### src/design/bp_defs.svh
`ifndef BP_DEFS_SVH
`define BP_DEFS_SVH

// program counter and branch target width
`define BP_ADDR_W 32

// index bits, taken from pc[BP_IDX_W+1:2]
`define BP_IDX_W 6

`define BP_ENTRIES (1 << `BP_IDX_W)

// tag is everything above the index
`define BP_TAG_W (`BP_ADDR_W - `BP_IDX_W - 2)

`endif

### src/design/bp_cfg_pkg.sv
package bp_cfg_pkg;

    localparam int CFG_DATA_W = 32;
    localparam int MISS_CNT_W = 16;

    typedef logic [CFG_DATA_W-1:0] cfg_data_t;

    // register map
    typedef enum logic [1:0] {
        CFG_CTRL     = 2'd0,
        CFG_STATUS   = 2'd1,
        CFG_MISS_CNT = 2'd2
    } cfg_addr_t;

    // bit positions in CTRL and STATUS
    localparam int CTRL_EN_BIT     = 0;
    localparam int CTRL_FLUSH_BIT  = 1;
    localparam int STATUS_BUSY_BIT = 0;

endpackage

### src/design/bp_update_if.sv
`timescale 1ns/1ps

`include "bp_defs.svh"

// resolved branch outcome coming back from execute
interface bp_update_if;

    logic                  valid;
    logic [`BP_ADDR_W-1:0] pc;
    logic                  taken;
    logic [`BP_ADDR_W-1:0] target;
    logic                  mispredict; // fetch guessed wrong

    modport core (
        input valid,
        input pc,
        input taken,
        input target
    );

    modport monitor (
        input valid,
        input mispredict
    );

endinterface

### src/design/bp_cfg_regs.sv
`timescale 1ns/1ps

module bp_cfg_regs (
    input  logic                  clk,
    input  logic                  rst_n_i,
    input  logic                  cfg_we_i,
    input  bp_cfg_pkg::cfg_addr_t cfg_addr_i,
    input  bp_cfg_pkg::cfg_data_t cfg_wdata_i,
    output bp_cfg_pkg::cfg_data_t cfg_rdata_o,
    bp_update_if.monitor          upd,
    output logic                  flush_req_o,
    input  logic                  flush_ack_i,
    output logic                  enable_o
);
    import bp_cfg_pkg::*;

    logic                  enable_q;
    logic                  pend_q;
    logic                  req_q;
    logic [MISS_CNT_W-1:0] miss_cnt_q;
    logic                  ctrl_wr;
    logic                  busy;

    assign ctrl_wr     = cfg_we_i && (cfg_addr_i == CFG_CTRL);
    assign busy        = pend_q || req_q || flush_ack_i; // until ack falls
    assign flush_req_o = req_q;
    assign enable_o    = enable_q;

    // pending flush starts set so the tables get cleared after reset
    always_ff @(posedge clk) begin
        if (!rst_n_i) begin
            enable_q <= 1'b0;
            pend_q   <= 1'b1;
            req_q    <= 1'b0;
        end else begin
            if (req_q && flush_ack_i) begin
                req_q <= 1'b0;                  // core done, release
            end else if (pend_q && !req_q && !flush_ack_i) begin
                req_q  <= 1'b1;                 // previous ack has dropped
                pend_q <= 1'b0;
            end
            if (ctrl_wr) begin
                enable_q <= cfg_wdata_i[CTRL_EN_BIT];
                if (cfg_wdata_i[CTRL_FLUSH_BIT]) begin
                    pend_q <= 1'b1;
                end
            end
        end
    end

    always_ff @(posedge clk) begin
        if (!rst_n_i) begin
            miss_cnt_q <= '0;
        end else if (cfg_we_i && cfg_addr_i == CFG_MISS_CNT) begin
            miss_cnt_q <= '0;                   // any write clears
        end else if (upd.valid && upd.mispredict && !(&miss_cnt_q)) begin
            miss_cnt_q <= miss_cnt_q + 1'b1;
        end
    end

    always_comb begin
        cfg_rdata_o = '0;
        case (cfg_addr_i)
            CFG_CTRL: begin
                cfg_rdata_o[CTRL_EN_BIT]    = enable_q;
                cfg_rdata_o[CTRL_FLUSH_BIT] = pend_q;
            end
            CFG_STATUS:   cfg_rdata_o[STATUS_BUSY_BIT]  = busy;
            CFG_MISS_CNT: cfg_rdata_o[MISS_CNT_W-1:0]   = miss_cnt_q;
            default:      cfg_rdata_o = '0;
        endcase
    end

endmodule

### src/flat_wrapper.sv
// flat-port wrapper written by rule: the top's interface ports become plain ports
module bp_cfg_regs_flat import bp_cfg_pkg::*;
  (clk, rst_n_i, cfg_we_i, cfg_addr_i, cfg_wdata_i, cfg_rdata_o, flush_req_o, flush_ack_i, enable_o, upd_valid, upd_mispredict);
  bp_update_if upd_i ();
  input  logic clk;
  input  logic rst_n_i;
  input  logic cfg_we_i;
  input  bp_cfg_pkg::cfg_addr_t cfg_addr_i;
  input  bp_cfg_pkg::cfg_data_t cfg_wdata_i;
  output bp_cfg_pkg::cfg_data_t cfg_rdata_o;
  output logic flush_req_o;
  input  logic flush_ack_i;
  output logic enable_o;
  input wire logic [$bits(upd_i.valid)-1:0] upd_valid;
  input wire logic [$bits(upd_i.mispredict)-1:0] upd_mispredict;
  assign upd_i.valid = upd_valid;
  assign upd_i.mispredict = upd_mispredict;
  bp_cfg_regs u_core (.clk(clk), .rst_n_i(rst_n_i), .cfg_we_i(cfg_we_i), .cfg_addr_i(cfg_addr_i), .cfg_wdata_i(cfg_wdata_i), .cfg_rdata_o(cfg_rdata_o), .upd(upd_i), .flush_req_o(flush_req_o), .flush_ack_i(flush_ack_i), .enable_o(enable_o));
endmodule
### config.mk
export PLATFORM = sky130hd
export DESIGN_NAME = bp_cfg_regs_flat
export DESIGN_NICKNAME = d
export VERILOG_FILES = /design/src/design/bp_cfg_pkg.sv /design/src/design/bp_update_if.sv /design/src/design/bp_cfg_regs.sv /design/src/flat_wrapper.sv
export VERILOG_INCLUDE_DIRS = /design/src /design/src/design
export SDC_FILE = /design/constraint.sdc
export NUM_CORES = 1
export LEC_CHECK = 0
export BUFFER_PORTS_ARGS = -buffer_cell sky130_fd_sc_hd__buf_2
export CAP_MARGIN = 40
export CORE_MARGIN = 4
export CORE_UTILIZATION = 40
export CTS_BUF_LIST = sky130_fd_sc_hd__clkbuf_8
export DETAILED_ROUTE_END_ITERATION = 7
export PLACE_DENSITY = 0.77
export SLEW_MARGIN = 10
export SYNTH_ARGS = -nofsm -noshare
export SYNTH_HDL_FRONTEND = slang
export SYNTH_SLANG_ARGS = --single-unit
### constraint.sdc
create_clock -name clk -period 1.55 [get_ports clk]
set_input_delay 0.31 -clock clk [delete_from_list [all_inputs] [get_ports clk]]
set_output_delay 0.31 -clock clk [all_outputs]
set_load 0.005 [all_outputs]
After elaboration in Yosys (flattened, before gate mapping)
Index checks and enable logic that the tools add are counted.

storage, ports and cells
  register bits = 19
  bits of input ports = 40

cells by class
  reductions and logical operators = 16
  equal/unequal tests = 2
  $add $sub $neg = 1
  multiplexer cells = 7
  bitwise operators = 1

operators by type and width
  cell                     count
  $add A16 B1 Y16 const B  1
  $reduce_and A16 Y1       1
  $mux W14                 1
  $logic_and A1 B1 Y1      7
  $mux W1                  4
  $reduce_or A2 Y1         2
  $logic_not A1 Y1         3
  $pmux W1 S3              1
  $eq A2 B1 Y1 const B     1
  $eq A2 B2 Y1 const B     1
  $logic_not A2 Y1         1
  $logic_or A1 B1 Y1       2
  $pmux W1 S2              1
  $not A1 Y1               1

Logic depth before layout (Yosys ltp)
  depth after elaboration = 7
  mapped depth = 5

Worst setup path after synthesis
Ideal clock, no wire load.

  kind = flip-flop to flip-flop
  start point = reg u_core.miss_cnt_q[0]
  end point = reg u_core.miss_cnt_q[3]
  data arrival time = 1426 ps
  cell stages (with the launch flop) = 6
  setup slack = 5 ps
  buffers on the path = 0
  data required time = 1431 ps
  path through = dfxtp_1 -> ha_1 -> nand3_4 -> o41ai_4 -> or3_2 -> a21oi_1

on the way
  word-level cells in the longest chain between the ends = 3
  elaborated cells on any way between the ends = 4

ends and longest elaborated chain
  what                                                                     RTL line           source
  start: declaration                                                       bp_cfg_regs.sv:20  logic [MISS_CNT_W-1:0] miss_cnt_q;
  start signal: assignment                                                 bp_cfg_regs.sv:57  miss_cnt_q <= miss_cnt_q + 1'b1;
  parallel branches: the longest is 3 deep, another holds $add A16 B1 Y16  -

Several ways; the timed one is not identified.
A chain may end at the register's enable or synchronous reset.

Worst setup path after layout
  start point = reg u_core.miss_cnt_q[7]
  end point = reg u_core.miss_cnt_q[2]

on the way
  word-level cells in the longest chain between the ends = 3

ends and longest elaborated chain
  what                 RTL line           source
  $reduce_and A16 Y1   bp_cfg_regs.sv:56  end else if (upd.valid && upd.mispredict && !(&miss_cnt_q)) begin
  $logic_not A1 Y1     bp_cfg_regs.sv:56
  $logic_and A1 B1 Y1  bp_cfg_regs.sv:56

No other way between the ends.

==> flow_summary.toml <==
[finish]
post-route-util_pct = 59.3
final_area_um2 = 1690
insertedDiodeCount = 0
area_growth_pct = 36.1
fillCellCount = 241
drive_gt1_share_pct = 41.7
num-nets-final = 246

[worst_setup_path]
critical-path-top-delay-family = "simple AND/OR/NAND/NOR gates"
crit_path_end_kind = "flop"
cp.required_ps = 1730
critPathMaxStageDelay_ps = 390
crit_type = "reg2reg"
r2r_cells = 6
crit_chain = "nand4_1 -> buf_4 -> nor4_2 -> buf_4 -> nor2_1 -> nor3_1"
slowest_stage = "dfxtp_1"
critPathMaxFanout = 5
startpoint_type = "flop"
cpMostUsedCell = "buf_4"
cp.depth = 6
critPathBufInv = 2
arrival_ps = 1720

[drt]
drt_iter0_markers = 33
vias = 1256
drcViolationCount = 0
firstDrtPassIters = 4
ant_nets = 0
wl_per_cell_um = 13.5
via_per_inst = 5.34
wirelength_mm = 3.18

[grt]
grt_overflow = 0
grt_pass1_vias = 1026
busiest_layer = "met2"
grt_max_degree = 16
use_met1_pct = 17.7
use_met3_pct = 2.10
antenna_found_initial = 0
grt_pass1_wl_mm = 4.66
grt_usage_pct = 13.9
use_met2_pct = 24.3

[die]
die-height_um = 63.7
coreArea_um2 = 2850
rows = 19
start_util_pct = 43.6
die_w_um = 63.7
dieArea_um2 = 4060
design.portCount = 74

[sta]
fmax_mhz = 647
finalCriticalPeriod_ps = 1540
hold_ws_ps = 240
rsz0062_at_grt = "true"
setup_viol = 0
period_share_pct = 99.7
drv_slew = 0
skew_ps = 4.72
hold_viol_final = 0
layout_setup_ws_ps = 5.09

[cts]
hold_buffers = 0
clk_pin_slew_ps = 80
numCtsBuffers = 3
cts_tree = "done"
cts.path.max_buffers = 2
clock_latency_ps = 260
cts-root-buf = "clkbuf_8"
h-tree-depth = 1
clkSinkCount = 19

[synth]
synth_area_leaders = "dfxtp_1, buf_4, and2_1, nand3_1, mux2i_1"
synth_largest_area_cell = "dfxtp_1"
ys_ff_latch = 19
synth-edff-count = 0
synth_top_area_share_pct = 30.6
avgSynthCellArea_um2 = 8.57
ys.flop_type = "dfxtp_1"
yosys.cell_count.top_type = "dfxtp_1"
synth-async-reset-ratio_pct = 0
synth_commonest_cells = "dfxtp_1, buf_4, and2_1, nand3_1, nand2_1"
yosys_warnings = 0
netlist_area_um2 = 1240
synth_cells = 145
ys_seq_area_share_pct = 30.6
synth.distinct_cells = 39

[power]
ir_drop_mv = 0.429
pwr_density_cell_nw_per_um2 = 571
leakage_nw = 0.766

[min_path]
worstHoldPathType = "in2reg"
hold_depth = 2

[placement]
place_area_um2 = 1550
hpwl_mm = 2.21
portBuffers = 27
gp_congestion = 0.816
place_ws_ps = -33.7

[status]
status = "finished, final reports clean"

[flow_run]
maxCapViolCount = 0
==> flip-flops by register name, indices dropped and copies added (netlist names) <==
name	count
u_core.miss_cnt_q	16
u_core.enable_o	1
u_core.flush_req_o	1
u_core.pend_q	1
==> report_power, final <==
part           switching, mW  total [mW]  internal [mW]
Combinational         0.0623       0.112         0.0496
Sequential           0.00770       0.504          0.496
Clock                  0.172       0.350          0.179
Total                  0.242       0.966          0.724
==> logic make-up after synthesis <==
kind of cell	Yosys count	share of synthesized area, %
flops	19	30.6
xor+xnor	1	0.705
other cells	1	0.302
buf+inv	19	11.3
mux	5	4.03
fa+ha+maj	1	1.01
simple gates	76	37.9
compound gates	23	14.2
==> final timing paths <==
kind,start,endpoint,slack (ps)
min,flush_ack_i,u_core.flush_req_o$_SDFFE_PP0P_,240
max,u_core.miss_cnt_q[7]$_SDFFE_PP0P_,u_core.miss_cnt_q[2]$_SDFFE_PP0P_,5
max reg2reg,u_core.miss_cnt_q[7]$_SDFFE_PP0P_,u_core.miss_cnt_q[2]$_SDFFE_PP0P_,5
min reg2reg,u_core.miss_cnt_q[6]$_SDFFE_PP0P_,u_core.miss_cnt_q[6]$_SDFFE_PP0P_,520
==> layout by cell type (no fill, tap or decap), types with 3 or more instances in the layout <==
master     n
buf_4     30
buf_2     27
conb_1    16
dfxtp_1   16
and2_1    14
nand2_1   10
nand3_1   10
nor2_1     8
mux2i_1    5
nor3_1     4
o21ai_0    4
o41ai_1    3
o211ai_1   3
or4_1      3
clkbuf_8   3
dfxtp_2    3
==> area by class of cell <==
cell class | count | area (um2) | area share, %
clock buffers | 3 | 41.3 | 2.44
clock inverters | 1 | 5.00 | 0.296
multi-input cells | 122 | 838 | 49.6
flip-flops and latches | 19 | 384 | 22.7
well taps | 31 | 38.8 | 2.29
repair buffers | 59 | 383 | 22.6
==> worst reg2reg max path, stage by stage (launching register included) <==
cell and delay [ps]:
dfxtp_1 390, nand4_1 270, buf_4 240, nor4_2 160, buf_4 170, nor2_1 50
nor3_1 180
==> stage by stage <==
stage | setup TNS [ps] | power, mW | cells
global placement | -62.5 | 0.617 | 228
CTS | -19.4 | 0.966 | 233
finish | 0 | 0.966 | 235
floorplan | 0 | 0.599 | 160
detailed placement | -67.0 | 0.619 | 228
global route | -222 | 1.00 | 235
==> layer usage <==
metal  routed length [um]  share of wire [%]
met5                    0                  0
met4                   64                2.0
met1                 1310                 41
met3                  172                5.4
met2                 1630                 51
==> repair_timing <==
| action | CTS | global route |
|---|---|---|
| resized for setup | 4 | 14 |
| setup buffers | 1 | 2 |
| endpoints found under the setup margin | 7 | 15 |
| pin swaps | 0 | 1 |
(Power assumes the default switching activity.)
